`src/cpu_pkg.sv`:
```
package cpu_pkg;

  // basic widths.
  typedef logic [31:0] word_t;
  typedef logic [4:0]  regbits_t;

  // reset pc and the link register.
  localparam word_t    PC_INIT = 32'h0000_0000;
  localparam regbits_t REG_RA  = 5'd31;

  // primary opcodes.
  typedef enum logic [5:0] {
    RTYPE = 6'h00,
    J     = 6'h02,
    JAL   = 6'h03,
    BEQ   = 6'h04,
    BNE   = 6'h05,
    ADDIU = 6'h09,
    ORI   = 6'h0d,
    LUI   = 6'h0f,
    LW    = 6'h23,
    SW    = 6'h2b,
    HALT  = 6'h3f
  } opcode_t;

  // function codes for rtype.
  typedef enum logic [5:0] {
    JR   = 6'h08,
    ADDU = 6'h21,
    SUBU = 6'h23,
    AND  = 6'h24,
    OR   = 6'h25,
    SLT  = 6'h2a
  } funct_t;

  // register format.
  typedef struct packed {
    opcode_t    opcode;
    regbits_t   rs;
    regbits_t   rt;
    regbits_t   rd;
    logic [4:0] shamt;
    funct_t     funct;
  } r_t;

  // immediate format.
  typedef struct packed {
    opcode_t     opcode;
    regbits_t    rs;
    regbits_t    rt;
    logic [15:0] imm16;
  } i_t;

  // jump format.
  typedef struct packed {
    opcode_t     opcode;
    logic [25:0] addr26;
  } j_t;

  // one instruction word, three ways to read it.
  typedef union packed {
    r_t r;
    i_t i;
    j_t j;
  } instr_t;

  typedef enum logic [2:0] {
    ALU_ADD = 3'd0,
    ALU_SUB = 3'd1,
    ALU_AND = 3'd2,
    ALU_OR  = 3'd3,
    ALU_SLT = 3'd4
  } aluop_t;

  // alu port b source.
  typedef enum logic {
    ALUSRC_REG = 1'b0,
    ALUSRC_IMM = 1'b1
  } alusrc_t;

  // write-back data source.
  typedef enum logic [1:0] {
    REGSRC_ALU = 2'd0,
    REGSRC_MEM = 2'd1,
    REGSRC_LUI = 2'd2,
    REGSRC_PC4 = 2'd3
  } regsrc_t;

  // destination register select.
  typedef enum logic [1:0] {
    REGDST_RD   = 2'd0,
    REGDST_RT   = 2'd1,
    REGDST_RA   = 2'd2,
    REGDST_NONE = 2'd3
  } regdst_t;

  // next pc select, resolved in mem.
  typedef enum logic [2:0] {
    PCSRC_NEXT = 3'd0,
    PCSRC_REG  = 3'd1,
    PCSRC_JMP  = 3'd2,
    PCSRC_BEQ  = 3'd3,
    PCSRC_BNE  = 3'd4
  } pcsrc_t;

  // operand forwarding source.
  typedef enum logic [1:0] {
    FWD_ID_EX  = 2'b00,
    FWD_MEM_WB = 2'b01,
    FWD_EX_MEM = 2'b10
  } fwd_t;

endpackage
```
`src/datapath.sv`:
```
`timescale 1ns/100ps

module datapath (
  input  logic           CLK,
  input  logic           nRST,
  output cpu_pkg::word_t imemaddr,
  output logic           imemREN,
  input  cpu_pkg::word_t imemload,
  input  logic           ihit,
  output logic           dmemREN,
  output logic           dmemWEN,
  output cpu_pkg::word_t dmemaddr,
  output cpu_pkg::word_t dmemstore,
  input  cpu_pkg::word_t dmemload,
  input  logic           dhit,
  output logic           halt
);
  import cpu_pkg::*;

  logic     pcen, if_id_en, id_ex_en, ex_mem_en, mem_wb_en;
  logic     if_id_flush, id_ex_flush, ex_mem_flush;
  word_t    pc, pc4, npc;
  instr_t   if_id_instr;
  word_t    if_id_pc4;
  aluop_t   cu_aluop;
  alusrc_t  cu_alusrc;
  regsrc_t  cu_regsrc;
  regdst_t  cu_regdst;
  pcsrc_t   cu_pcsrc;
  logic     cu_extsel, cu_regWEN, cu_dREN, cu_dWEN, cu_halt;
  word_t    imm32, rdat1, rdat2;
  logic     halt_seen;
  logic     id_ex_regWEN, id_ex_dREN, id_ex_dWEN, id_ex_halt;
  pcsrc_t   id_ex_pcsrc;
  aluop_t   id_ex_aluop;
  alusrc_t  id_ex_alusrc;
  regsrc_t  id_ex_regsrc;
  regdst_t  id_ex_regdst;
  word_t    id_ex_rdat1, id_ex_rdat2, id_ex_imm32, id_ex_pc4;
  instr_t   id_ex_instr;
  fwd_t     forward_a, forward_b;
  word_t    opnd_a, opnd_b, alu_out, ex_target, ex_result;
  logic     alu_zero, ex_regWEN;
  regbits_t ex_rd;
  logic     ex_mem_regWEN, ex_mem_dREN, ex_mem_dWEN, ex_mem_halt, ex_mem_zero;
  pcsrc_t   ex_mem_pcsrc;
  regsrc_t  ex_mem_regsrc;
  regbits_t ex_mem_rd;
  word_t    ex_mem_result, ex_mem_store, ex_mem_target;
  logic     mem_wb_regWEN, mem_wb_halt;
  regsrc_t  mem_wb_regsrc;
  regbits_t mem_wb_rd;
  word_t    mem_wb_result, mem_wb_dload, wb_wdat;

  // fetch.
  assign pc4      = pc + 32'd4;
  assign imemaddr = pc;
  assign imemREN  = 1'b1;
  // a mem-stage flush only happens for a taken transfer.
  assign npc = ex_mem_flush ? ex_mem_target : pc4;

  always_ff @(posedge CLK, negedge nRST) begin
    if (!nRST) begin
      pc <= PC_INIT;
    end else if (pcen) begin
      pc <= npc;
    end
  end

  always_ff @(posedge CLK, negedge nRST) begin
    if (!nRST) begin
      if_id_instr <= '0;
    end else if (if_id_en) begin
      if_id_instr <= if_id_flush ? instr_t'('0) : instr_t'(imemload);
    end
  end

  always_ff @(posedge CLK) begin
    if (if_id_en) begin
      if_id_pc4 <= pc4;
    end
  end

  // decode.
  control_unit cu (
    .opcode(if_id_instr.r.opcode), .funct(if_id_instr.r.funct),
    .aluop(cu_aluop), .alusrc(cu_alusrc), .regsrc(cu_regsrc), .regdst(cu_regdst),
    .pcsrc(cu_pcsrc), .extsel(cu_extsel), .regWEN(cu_regWEN), .dREN(cu_dREN),
    .dWEN(cu_dWEN), .halt_op(cu_halt)
  );

  register_file rf (
    .CLK(CLK), .nRST(nRST), .WEN(mem_wb_regWEN), .wsel(mem_wb_rd),
    .rsel1(if_id_instr.r.rs), .rsel2(if_id_instr.r.rt), .wdat(wb_wdat),
    .rdat1(rdat1), .rdat2(rdat2)
  );

  assign imm32 = cu_extsel ? {{16{if_id_instr.i.imm16[15]}}, if_id_instr.i.imm16}
                           : {16'h0000, if_id_instr.i.imm16};

  // fetch stays stopped while a halt is anywhere past fetch.
  assign halt_seen = cu_halt | id_ex_halt | ex_mem_halt | mem_wb_halt | halt;

  always_ff @(posedge CLK, negedge nRST) begin
    if (!nRST) begin
      id_ex_regWEN <= 1'b0;
      id_ex_dREN   <= 1'b0;
      id_ex_dWEN   <= 1'b0;
      id_ex_halt   <= 1'b0;
      id_ex_pcsrc  <= PCSRC_NEXT;
    end else if (id_ex_en) begin
      id_ex_regWEN <= cu_regWEN & ~id_ex_flush;
      id_ex_dREN   <= cu_dREN & ~id_ex_flush;
      id_ex_dWEN   <= cu_dWEN & ~id_ex_flush;
      id_ex_halt   <= cu_halt & ~id_ex_flush;
      id_ex_pcsrc  <= id_ex_flush ? PCSRC_NEXT : cu_pcsrc;
    end
  end

  always_ff @(posedge CLK) begin
    if (id_ex_en) begin
      id_ex_aluop  <= cu_aluop;
      id_ex_alusrc <= cu_alusrc;
      id_ex_regsrc <= cu_regsrc;
      id_ex_regdst <= cu_regdst;
      id_ex_rdat1  <= rdat1;
      id_ex_rdat2  <= rdat2;
      id_ex_imm32  <= imm32;
      id_ex_instr  <= if_id_instr;
      id_ex_pc4    <= if_id_pc4;
    end
  end

  // execute.
  forwarding_unit fu (
    .ex_mem_regWEN(ex_mem_regWEN), .ex_mem_rd(ex_mem_rd),
    .mem_wb_regWEN(mem_wb_regWEN), .mem_wb_rd(mem_wb_rd),
    .rs(id_ex_instr.r.rs), .rt(id_ex_instr.r.rt),
    .forward_a(forward_a), .forward_b(forward_b)
  );

  assign opnd_a = (forward_a == FWD_EX_MEM) ? ex_mem_result :
                  (forward_a == FWD_MEM_WB) ? wb_wdat : id_ex_rdat1;
  assign opnd_b = (forward_b == FWD_EX_MEM) ? ex_mem_result :
                  (forward_b == FWD_MEM_WB) ? wb_wdat : id_ex_rdat2;

  alu alu0 (
    .aluop(id_ex_aluop), .port_a(opnd_a),
    .port_b((id_ex_alusrc == ALUSRC_IMM) ? id_ex_imm32 : opnd_b),
    .port_o(alu_out), .zero(alu_zero)
  );

  always_comb begin
    case (id_ex_pcsrc)
      PCSRC_REG: ex_target = opnd_a;
      PCSRC_JMP: ex_target = {id_ex_pc4[31:28], id_ex_instr.j.addr26, 2'b00};
      default:   ex_target = id_ex_pc4 + (id_ex_imm32 << 2);
    endcase
    case (id_ex_regsrc)
      REGSRC_LUI: ex_result = {id_ex_instr.i.imm16, 16'h0000};
      REGSRC_PC4: ex_result = id_ex_pc4;
      default:    ex_result = alu_out;
    endcase
    case (id_ex_regdst)
      REGDST_RD: ex_rd = id_ex_instr.r.rd;
      REGDST_RT: ex_rd = id_ex_instr.r.rt;
      REGDST_RA: ex_rd = REG_RA;
      default:   ex_rd = '0;
    endcase
  end

  // writes to r0 are dropped here.
  assign ex_regWEN = id_ex_regWEN && (ex_rd != '0);

  always_ff @(posedge CLK, negedge nRST) begin
    if (!nRST) begin
      ex_mem_regWEN <= 1'b0;
      ex_mem_dREN   <= 1'b0;
      ex_mem_dWEN   <= 1'b0;
      ex_mem_halt   <= 1'b0;
      ex_mem_pcsrc  <= PCSRC_NEXT;
    end else if (ex_mem_en) begin
      ex_mem_regWEN <= ex_regWEN & ~ex_mem_flush;
      ex_mem_dREN   <= id_ex_dREN & ~ex_mem_flush;
      ex_mem_dWEN   <= id_ex_dWEN & ~ex_mem_flush;
      ex_mem_halt   <= id_ex_halt & ~ex_mem_flush;
      ex_mem_pcsrc  <= ex_mem_flush ? PCSRC_NEXT : id_ex_pcsrc;
    end
  end

  always_ff @(posedge CLK) begin
    if (ex_mem_en) begin
      ex_mem_zero   <= alu_zero;
      ex_mem_regsrc <= id_ex_regsrc;
      ex_mem_rd     <= ex_rd;
      ex_mem_result <= ex_result;
      ex_mem_store  <= opnd_b;
      ex_mem_target <= ex_target;
    end
  end

  // memory.
  assign dmemREN   = ex_mem_dREN;
  assign dmemWEN   = ex_mem_dWEN;
  assign dmemaddr  = ex_mem_result;
  assign dmemstore = ex_mem_store;

  hazard_unit hu (
    .ex_dREN(id_ex_dREN), .ex_rd(ex_rd), .id_rs(if_id_instr.r.rs),
    .id_rt(if_id_instr.r.rt), .mem_pcsrc(ex_mem_pcsrc), .mem_zero(ex_mem_zero),
    .id_halt(halt_seen), .ihit(ihit), .dhit(dhit),
    .mem_dreq(ex_mem_dREN | ex_mem_dWEN), .pcen(pcen), .if_id_en(if_id_en),
    .id_ex_en(id_ex_en), .ex_mem_en(ex_mem_en), .mem_wb_en(mem_wb_en),
    .if_id_flush(if_id_flush), .id_ex_flush(id_ex_flush), .ex_mem_flush(ex_mem_flush)
  );

  always_ff @(posedge CLK, negedge nRST) begin
    if (!nRST) begin
      mem_wb_regWEN <= 1'b0;
      mem_wb_halt   <= 1'b0;
    end else if (mem_wb_en) begin
      mem_wb_regWEN <= ex_mem_regWEN;
      mem_wb_halt   <= ex_mem_halt;
    end
  end

  always_ff @(posedge CLK) begin
    if (mem_wb_en) begin
      mem_wb_regsrc <= ex_mem_regsrc;
      mem_wb_rd     <= ex_mem_rd;
      mem_wb_result <= ex_mem_result;
      mem_wb_dload  <= dmemload;
    end
  end

  // write back.
  assign wb_wdat = (mem_wb_regsrc == REGSRC_MEM) ? mem_wb_dload : mem_wb_result;

  always_ff @(posedge CLK, negedge nRST) begin
    if (!nRST) begin
      halt <= 1'b0;
    end else begin
      halt <= halt | mem_wb_halt;
    end
  end

  dmem_one_hot: assert property (@(posedge CLK) disable iff (!nRST)
    !(dmemREN && dmemWEN));

endmodule

```
`src/hazard_unit.sv`:
```
`timescale 1ns/100ps

module hazard_unit (
  input  logic              ex_dREN,
  input  cpu_pkg::regbits_t ex_rd,
  input  cpu_pkg::regbits_t id_rs,
  input  cpu_pkg::regbits_t id_rt,
  input  cpu_pkg::pcsrc_t   mem_pcsrc,
  input  logic              mem_zero,
  input  logic              id_halt,
  input  logic              ihit,
  input  logic              dhit,
  input  logic              mem_dreq,
  output logic              pcen,
  output logic              if_id_en,
  output logic              id_ex_en,
  output logic              ex_mem_en,
  output logic              mem_wb_en,
  output logic              if_id_flush,
  output logic              id_ex_flush,
  output logic              ex_mem_flush
);
  import cpu_pkg::*;

  logic freeze, taken, load_use;

  // any outstanding miss stops every stage.
  assign freeze = !ihit || (mem_dreq && !dhit);

  always_comb begin
    case (mem_pcsrc)
      PCSRC_REG, PCSRC_JMP: taken = 1'b1;
      PCSRC_BEQ:            taken = mem_zero;
      PCSRC_BNE:            taken = !mem_zero;
      default:              taken = 1'b0;
    endcase
  end

  assign load_use = ex_dREN && (ex_rd != '0) && (ex_rd == id_rs || ex_rd == id_rt);

  // transfer beats load-use, which beats halt.
  assign pcen         = !freeze && (taken || (!load_use && !id_halt));
  assign if_id_en     = !freeze && (taken || !load_use);
  assign if_id_flush  = !freeze && (taken || (id_halt && !load_use));
  assign id_ex_en     = !freeze;
  assign id_ex_flush  = !freeze && (taken || load_use);
  assign ex_mem_en    = !freeze;
  assign ex_mem_flush = !freeze && taken;
  assign mem_wb_en    = !freeze;

endmodule

```
`src/forwarding_unit.sv`:
```
`timescale 1ns/100ps

module forwarding_unit (
  input  logic              ex_mem_regWEN,
  input  cpu_pkg::regbits_t ex_mem_rd,
  input  logic              mem_wb_regWEN,
  input  cpu_pkg::regbits_t mem_wb_rd,
  input  cpu_pkg::regbits_t rs,
  input  cpu_pkg::regbits_t rt,
  output cpu_pkg::fwd_t     forward_a,
  output cpu_pkg::fwd_t     forward_b
);
  import cpu_pkg::*;

  // the younger result wins; r0 is never forwarded.
  function automatic fwd_t pick(regbits_t src);
    fwd_t sel;
    if (ex_mem_regWEN && ex_mem_rd != '0 && ex_mem_rd == src) begin
      sel = FWD_EX_MEM;
    end else if (mem_wb_regWEN && mem_wb_rd != '0 && mem_wb_rd == src) begin
      sel = FWD_MEM_WB;
    end else begin
      sel = FWD_ID_EX;
    end
    return sel;
  endfunction

  always_comb begin
    forward_a = pick(rs);
    forward_b = pick(rt);
  end

endmodule

```
`src/control_unit.sv`:
```
`timescale 1ns/100ps

module control_unit (
  input  cpu_pkg::opcode_t opcode,
  input  cpu_pkg::funct_t  funct,
  output cpu_pkg::aluop_t  aluop,
  output cpu_pkg::alusrc_t alusrc,
  output cpu_pkg::regsrc_t regsrc,
  output cpu_pkg::regdst_t regdst,
  output cpu_pkg::pcsrc_t  pcsrc,
  output logic             extsel,
  output logic             regWEN,
  output logic             dREN,
  output logic             dWEN,
  output logic             halt_op
);
  import cpu_pkg::*;

  always_comb begin
    // defaults decode as a nop.
    aluop   = ALU_ADD;
    alusrc  = ALUSRC_REG;
    regsrc  = REGSRC_ALU;
    regdst  = REGDST_NONE;
    pcsrc   = PCSRC_NEXT;
    extsel  = 1'b0;
    regWEN  = 1'b0;
    dREN    = 1'b0;
    dWEN    = 1'b0;
    halt_op = 1'b0;
    case (opcode)
      RTYPE: begin
        regdst = REGDST_RD;
        regWEN = 1'b1;
        case (funct)
          ADDU:    aluop = ALU_ADD;
          SUBU:    aluop = ALU_SUB;
          AND:     aluop = ALU_AND;
          OR:      aluop = ALU_OR;
          SLT:     aluop = ALU_SLT;
          JR: begin
            pcsrc  = PCSRC_REG;
            regdst = REGDST_NONE;
            regWEN = 1'b0;
          end
          default: regWEN = 1'b0;
        endcase
      end
      ADDIU, LW, SW: begin
        alusrc = ALUSRC_IMM;
        extsel = 1'b1;
        regdst = (opcode == SW) ? REGDST_NONE : REGDST_RT;
        regWEN = (opcode != SW);
        regsrc = (opcode == LW) ? REGSRC_MEM : REGSRC_ALU;
        dREN   = (opcode == LW);
        dWEN   = (opcode == SW);
      end
      ORI: begin
        aluop  = ALU_OR;
        alusrc = ALUSRC_IMM;
        regdst = REGDST_RT;
        regWEN = 1'b1;
      end
      LUI: begin
        regsrc = REGSRC_LUI;
        regdst = REGDST_RT;
        regWEN = 1'b1;
      end
      // branches compare with a subtract.
      BEQ, BNE: begin
        aluop  = ALU_SUB;
        extsel = 1'b1;
        pcsrc  = (opcode == BEQ) ? PCSRC_BEQ : PCSRC_BNE;
      end
      J:    pcsrc = PCSRC_JMP;
      JAL: begin
        pcsrc  = PCSRC_JMP;
        regsrc = REGSRC_PC4;
        regdst = REGDST_RA;
        regWEN = 1'b1;
      end
      HALT: halt_op = 1'b1;
      default: ;
    endcase
  end

endmodule

```
`src/register_file.sv`:
```
`timescale 1ns/100ps

module register_file (
  input  logic              CLK,
  input  logic              nRST,
  input  logic              WEN,
  input  cpu_pkg::regbits_t wsel,
  input  cpu_pkg::regbits_t rsel1,
  input  cpu_pkg::regbits_t rsel2,
  input  cpu_pkg::word_t    wdat,
  output cpu_pkg::word_t    rdat1,
  output cpu_pkg::word_t    rdat2
);
  import cpu_pkg::*;

  // r0 has no storage.
  word_t regs [1:31];

  always_ff @(posedge CLK, negedge nRST) begin
    if (!nRST) begin
      for (int i = 1; i < 32; i++) begin
        regs[i] <= '0;
      end
    end else if (WEN && wsel != '0) begin
      regs[wsel] <= wdat;
    end
  end

  // same-cycle write shows up on the read port.
  function automatic word_t read_port(regbits_t sel);
    word_t val;
    if (sel == '0) begin
      val = '0;
    end else if (WEN && sel == wsel) begin
      val = wdat;
    end else begin
      val = regs[sel];
    end
    return val;
  endfunction

  always_comb begin
    rdat1 = read_port(rsel1);
    rdat2 = read_port(rsel2);
  end

endmodule

```
`src/alu.sv`:
```
`timescale 1ns/100ps

module alu (
  input  cpu_pkg::aluop_t aluop,
  input  cpu_pkg::word_t  port_a,
  input  cpu_pkg::word_t  port_b,
  output cpu_pkg::word_t  port_o,
  output logic            zero
);
  import cpu_pkg::*;

  always_comb begin
    case (aluop)
      ALU_ADD: port_o = port_a + port_b;
      ALU_SUB: port_o = port_a - port_b;
      ALU_AND: port_o = port_a & port_b;
      ALU_OR:  port_o = port_a | port_b;
      // signed compare.
      ALU_SLT: port_o = {31'b0, $signed(port_a) < $signed(port_b)};
      default: port_o = port_a + port_b;
    endcase
  end

  // beq and bne look at this after a subtract.
  assign zero = (port_o == '0);

endmodule

```
`config.mk`:
```
export PLATFORM = sky130hd
export DESIGN_NAME = datapath
export DESIGN_NICKNAME = d
export VERILOG_FILES = /design/src/cpu_pkg.sv /design/src/datapath.sv /design/src/hazard_unit.sv /design/src/forwarding_unit.sv /design/src/control_unit.sv /design/src/register_file.sv /design/src/alu.sv
export SDC_FILE = /design/constraint.sdc
export NUM_CORES = 2
export LEC_CHECK = 0
export ABC_AREA = 1
export BUFFER_PORTS_ARGS = -buffer_cell sky130_fd_sc_hd__buf_2
export CAP_MARGIN = 30
export CORE_MARGIN = 4
export CORE_UTILIZATION = 40
export CTS_CLUSTER_SIZE = 30
export DETAILED_ROUTE_END_ITERATION = 12
export PLACE_DENSITY_LB_ADDON = 0.08
export SLEW_MARGIN = 10
export SYNTH_ARGS = -nofsm -noshare
export SYNTH_HDL_FRONTEND = slang
export SYNTH_SLANG_ARGS = --single-unit
```
`constraint.sdc`:
```
create_clock -name CLK -period 13.5 [get_ports CLK]
set_input_delay 2.025 -clock CLK [delete_from_list [all_inputs] [get_ports CLK]]
set_output_delay 2.025 -clock CLK [all_outputs]
set_load 0.02 [all_outputs]
```
* Yosys cells after proc, flatten, opt, wreduce, memory -nomap -nowiden *
Cells that the tools add are included.

storage, ports and cells
  register bits = 1,427
  bits of input ports = 68

operators by class
  add/subtract/negate cells = 4
  magnitude comparators = 5
  equal/unequal tests = 44
  multiplexer cells = 47
  bitwise logic cells = 21
  reductions and logical operators = 49

operator list
  kind                                                       number
  bitwise mux 992 bit                                        1
  2-to-1 mux 32 bit                                          15
  binary-select mux 32 bit (select 5 bit)                    2
  demux 32 bit (select 5 bit)                                1
  case mux 32 bit (2 select lines)                           2
  case mux 32 bit (4 select lines)                           1
  adder 32 bit                                               2
  equality test 6 bit (second input constant)                8
  equality test 5 bit                                        8
  adder 32 x 3 -> 32 bit (second input constant)             1
  bitwise AND 32 bit                                         1
  zero test 32 bit                                           1
  < comparator 32 bit                                        1
  bitwise OR 32 bit                                          1
  subtractor 32 bit                                          1
  equality test 6 x 4 -> 1 bit (second input constant)       4
  logical AND 1 bit                                          20
  greater-or-equal comparator 6 bit (second input constant)  3
  NOT 5 -> 6 bit                                             3
  case mux 3 bit (3 select lines)                            2
  equality test 3 x 2 -> 1 bit (second input constant)       5
  case mux 5 bit (3 select lines)                            1
  nonzero test 5 bit                                         3
  equality test 6 x 2 -> 1 bit (second input constant)       2
  other kinds (26)                                           81

* Logic depth before layout (Yosys ltp) *
  depth after elaboration = 12
  mapped depth = 34
  gate-level depth less buffers = 31

* By module *
Synthesis repeated with hierarchy kept, for this count alone.

unflattened totals
  cell total of the unflattened synthesis = 11,454
  area total of the unflattened synthesis = 82,826.9 um^2

by module, submodules not included
  module           times used  cells each  area an instance (um^2)  seq. area each (um^2)
  register_file    1           7,922       55,724.7                 24,823.8
  datapath         1           1,988       19,550.0                 12,176.7
  alu              1           1,311       6,491.2                  0.0
  control_unit     1           78          370.4                    0.0
  forwarding_unit  1           81          362.8                    0.0
  hazard_unit      1           74          327.8                    0.0

* Least setup slack after synthesis *
No wires, ideal clock.

  path kind = input port to flip-flop
  start point = input ihit
  end point = register ex_mem_result[0] (netlist: dmemaddr[0]) (enable)
  arrival time = 10.836 ns
  required time = 12.709 ns
  path slack = 1.873 ns
  cell stages on the path = 3
  buffers on the path = 1
  cells stage by stage = inv_1 -> nor2_2 -> clkbuf_1

between the ends
  longest elaborated chain between the ends = 2

RTL lines
  item                  RTL line           source
  start, declared       datapath.sv:9      input logic ihit,
  zero test 1 bit       hazard_unit.sv:28  assign freeze = !ihit || (mem_dreq && !dhit);
  logical OR 1 bit      hazard_unit.sv:28
  end signal, assigned  datapath.sv:196    ex_mem_result <= ex_result;
  end, declared         datapath.sv:49     word_t ex_mem_result, ex_mem_store, ex_mem_target;

No other way between the ends.
A chain may end at the register's enable or synchronous reset.

* Worst setup path in the final report *
  start point = register ex_mem_rd[0]
  end point = register ex_mem_zero (data pin)

between the ends
  longest elaborated chain between the ends = 11

RTL lines
  item                                  RTL line               source
  start, declared                       datapath.sv:48         regbits_t ex_mem_rd;
  start signal, assigned                datapath.sv:195        ex_mem_rd <= ex_rd;
  nonzero test 5 bit                    forwarding_unit.sv:18  if (ex_mem_regWEN && ex_mem_rd != '0 && ex_mem_rd == src) begin
  logical AND 1 bit                     forwarding_unit.sv:18
  logical AND 1 bit *                   forwarding_unit.sv:18
  2-to-1 mux 2 bit *                    forwarding_unit.sv:18
  equality test 2 x 1 -> 1 bit          datapath.sv:145        (forward_b == FWD_MEM_WB) ? wb_wdat : id_ex_rdat2;
  2-to-1 mux 32 bit                     datapath.sv:145
  2-to-1 mux 32 bit *                   datapath.sv:144        assign opnd_b = (forward_b == FWD_EX_MEM) ? ex_mem_result :
  net opnd_b[6]                         datapath.sv:42         word_t opnd_a, opnd_b, alu_out, ex_target, ex_result;
  2-to-1 mux 32 bit *                   datapath.sv:149        .port_b((id_ex_alusrc == ALUSRC_IMM) ? id_ex_imm32 : opnd_b),
  adder 32 bit (tied with other cells)  alu.sv:14, alu.sv:20
  case mux 32 bit (4 select lines) *    alu.sv:13              case (aluop)
  zero test 32 bit *                    alu.sv:25              assign zero = (port_o == '0);
  net alu0.zero                         alu.sv:8               output logic zero
  end signal, assigned                  datapath.sv:193        ex_mem_zero <= alu_zero;
  end, declared                         datapath.sv:45         logic ex_mem_regWEN, ex_mem_dREN, ex_mem_dWEN, ex_mem_halt, ex_mem_zero;

Mark *: on every way through the listed nets, which the timed path passes. The rest lies on a longest branch.

==> metrics <==
nature of the critical path endpoint flip-flop; register area share after synthesis 47.2%; Synth Flop Type dfrtp_1; Post-synth EDFFs 338; cells taking the most area after synthesis dfrtp_1 34%, edfxtp_1 13%, a21oi_1 8.9%; GR met2 Demand/Resource 56.9%; Resize count post-CTS 0; max_cap viols 0; first-pass GRT wire length 535000 um; 1st-iter DRT viols 9179; pin count of the biggest net entering global routing 158; cell count after synthesis 9879; gpl congestion about 0.98; Post-CTS Setup Inserts 0; final WL 380000 um; grt met1 use between 40% and 50%; CP max-delay cell ha_1; DRT antenna net count 0; Simple-Gate Fraction of Synth Area between 10% and 20%; worst reg2reg path startpoint ex_mem_rd[0]$_DFFE_PP_; area share of the largest cell type after synthesis 34.3%; mux share of post-synthesis cell area 0%; Max Fclk 163 MHz; average size of a mapped cell 7.93 um2; # setup viols final 0; worst skew pair latency 840 ps; CTS tree done; FF+latch count, synth 1411; post-synthesis xor/xnor area fraction 0.760%; H-tree lvl count 4; Synth Area in Adders 2.09%; FP Rows 162; I/O pin total around 170; CP top delay family simple AND/OR/NAND/NOR gates; CP startpoint kind flip-flop; PortBufs 166; Fin Setup TNS 0 ps; worst clock skew 54.1 ps; dominant cell type by area after synthesis dfrtp_1; layout cells sized above 1 8.18%; Detailed Place HPWL 245000 um; drt drc 0; most common cell in the netlist nand2_1; final net count 9865; headroom to the max-slew limit 24.5%; Critical Path RT approximately 14000 ps; Max Buffers Root-to-Sink 3; post-synthesis compound-gate area fraction 25.7%; Top Usage Layer GRT met2; Via density 6.06; Setup CP Type reg -> reg; Total GRT Usage a little over a third; critical path depth 30; cell seen most often among critical-path stages nand2_1; status finished, final reports clean; Routed wire per std cell 30.5 um; crit path buf inv count 5; CP Launch Point ex_mem_rd[0]$_DFFE_PP_; Worst-path clk slew about 60 ps; GRT met3 Usage roughly 6.2%; Fillers 19475; Root Buffer clkbuf_16; Initial Utilization between 40 and 50%; mapped cell area 78300 um2; initial antenna violation count 32; die width 451 um; Final Max Slew Viols 0; Worst-Margin Slew ~1100 ps; period utilization 45.6%; slowest cell delay on critical path 500 ps; DIE AREA 203000 um2; drt pass-1 iters 6; Period minus WS final 6150 ps; Post-Syn Nets slightly above 10000; Cells after DPL 12120; Leak Pwr 0.0372 uW; r2r worst-path depth 30; unique cell type count in the Yosys netlist 61; core box area 195000 um2; min-delay src if_id_pc4[10]$_DFFE_PP_; crit path DAT 6830 ps; max FFs per register around 990; CTS Buf Count 167; Cell Pwr Density 142 nW/um2; Final Hold Fails 0; RSZ-0062 raised after global routing no; share of flip-flops with an asynchronous set or reset between 70% and 80%; Top reg by flops rf.regs; vias in the first global route about 70000; global route overflow 0; Worst Hold Class reg -> reg; DR vias about 75000; Max VDD drop about 0.00014 V; CTS Hold Bufs 0; Die Height 451 um; worst hold path depth 0; Commonest cells post-synth 1488 x nand2_1, 1386 x a21oi_1, 1220 x o21ai_0; area grow syn2layout 11.9%; Synth warnings 0; largest family of logic cells by synthesized area compound AO/OA/AOI/OAI gates; clk sinks 1411; Cell Count, Final, Fillers Out 12446; critical path peak fanout 29
cells in the final DEF (no fill, tap or decap), types with 11 or more instances in the layout:
master and instances:
or2_2 12, o22ai_1 65, nand4_1 31, nand3_1 323
nor3_1 33, o21ai_1 30, o21ai_2 38, clkbuf_1 56
inv_1 1202, o221ai_1 484, clkinv_1 12, buf_2 167
xor2_1 49, o311ai_0 13, a22oi_1 15, nor2_4 38
a221oi_1 15, edfxtp_1 338, o221ai_2 11, buf_4 181
nor2_1 844, xnor2_1 19, o211ai_1 107, o21ai_0 1212
clkinv_2 16, ha_1 126, buf_12 18, clkbuf_8 45
a21oi_1 1386, o2111ai_1 21, clkbuf_16 173, nand2_1 1483
inv_2 17, dfrtp_1 1063
cells by family after synthesis:
group | count (synthesis)
AO/OA/AOI/OAI | 3467
AND/OR/NAND/NOR | 2815
buffers and inverters | 1988
flip-flops | 1411
adder cells (fa/ha/maj) | 129
XOR/XNOR | 68
other | 1
final cells by class:
cell class              count  area, um2  share of cell area, %
flip-flops and latches   1411      37000                   42.3
multi-input cells        6480      34100                   39.0
clock buffers             274       5160                   5.89
inverters                1232       4640                   5.29
well taps                2624       3280                   3.75
repair buffers            376       2820                   3.22
clock inverters            39        533                  0.608
diodes                     10       25.0                 0.0286
metrics by stage:
stage	setup WS, ps	util (%)	total power (uW)	hold slack [ps]	cell area, um2
after global routing	7060	45.0	13000	420	87600
after floorplan	1870	-	6750	400	78300
after global placement	7540	41.9	7690	402	81600
final	7350	45.0	12500	416	87600
after detailed placement	7520	42.0	7730	405	81800
after CTS	7490	44.9	12500	419	87500
power by group:
group          internal (uW)  switching (uW)
sequential              4990             436
combinational            647            1640
clock                   2770            1970
total                   8410            4040
worst reg2reg max path: cells and delay by family (launching register included):
family,cells,cell delay (ps)
AND/OR/NAND/NOR,19,2610
buffers and inverters,5,1410
AO/OA/AOI/OAI,5,1020
adder cells (fa/ha/maj),1,500
flip-flops,1,460
path summary, 6_finish.rpt:
kind,to,slack [ps]
min in group asynchronous,rf.regs[14]$_DFFE_PN0P_,1210
setup / recovery,ex_mem_zero$_DFFE_PP_,7350
hold reg to reg,id_ex_pc4[10]$_DFFE_PP_,420
max in group asynchronous,rf.regs[609]$_DFFE_PN0P_,9310
hold / removal,id_ex_pc4[10]$_DFFE_PP_,420
setup reg to reg,ex_mem_zero$_DFFE_PP_,7350
metal layers:
metal / vias up / routed length [um]
li1: 33296 / -
met1: 36931 / 156000
met2: 4222 / 169000
met3: 955 / 32600
met4: 8 / 21800
met5: - / 53
Note: power is estimated with default switching activity, not from simulation.
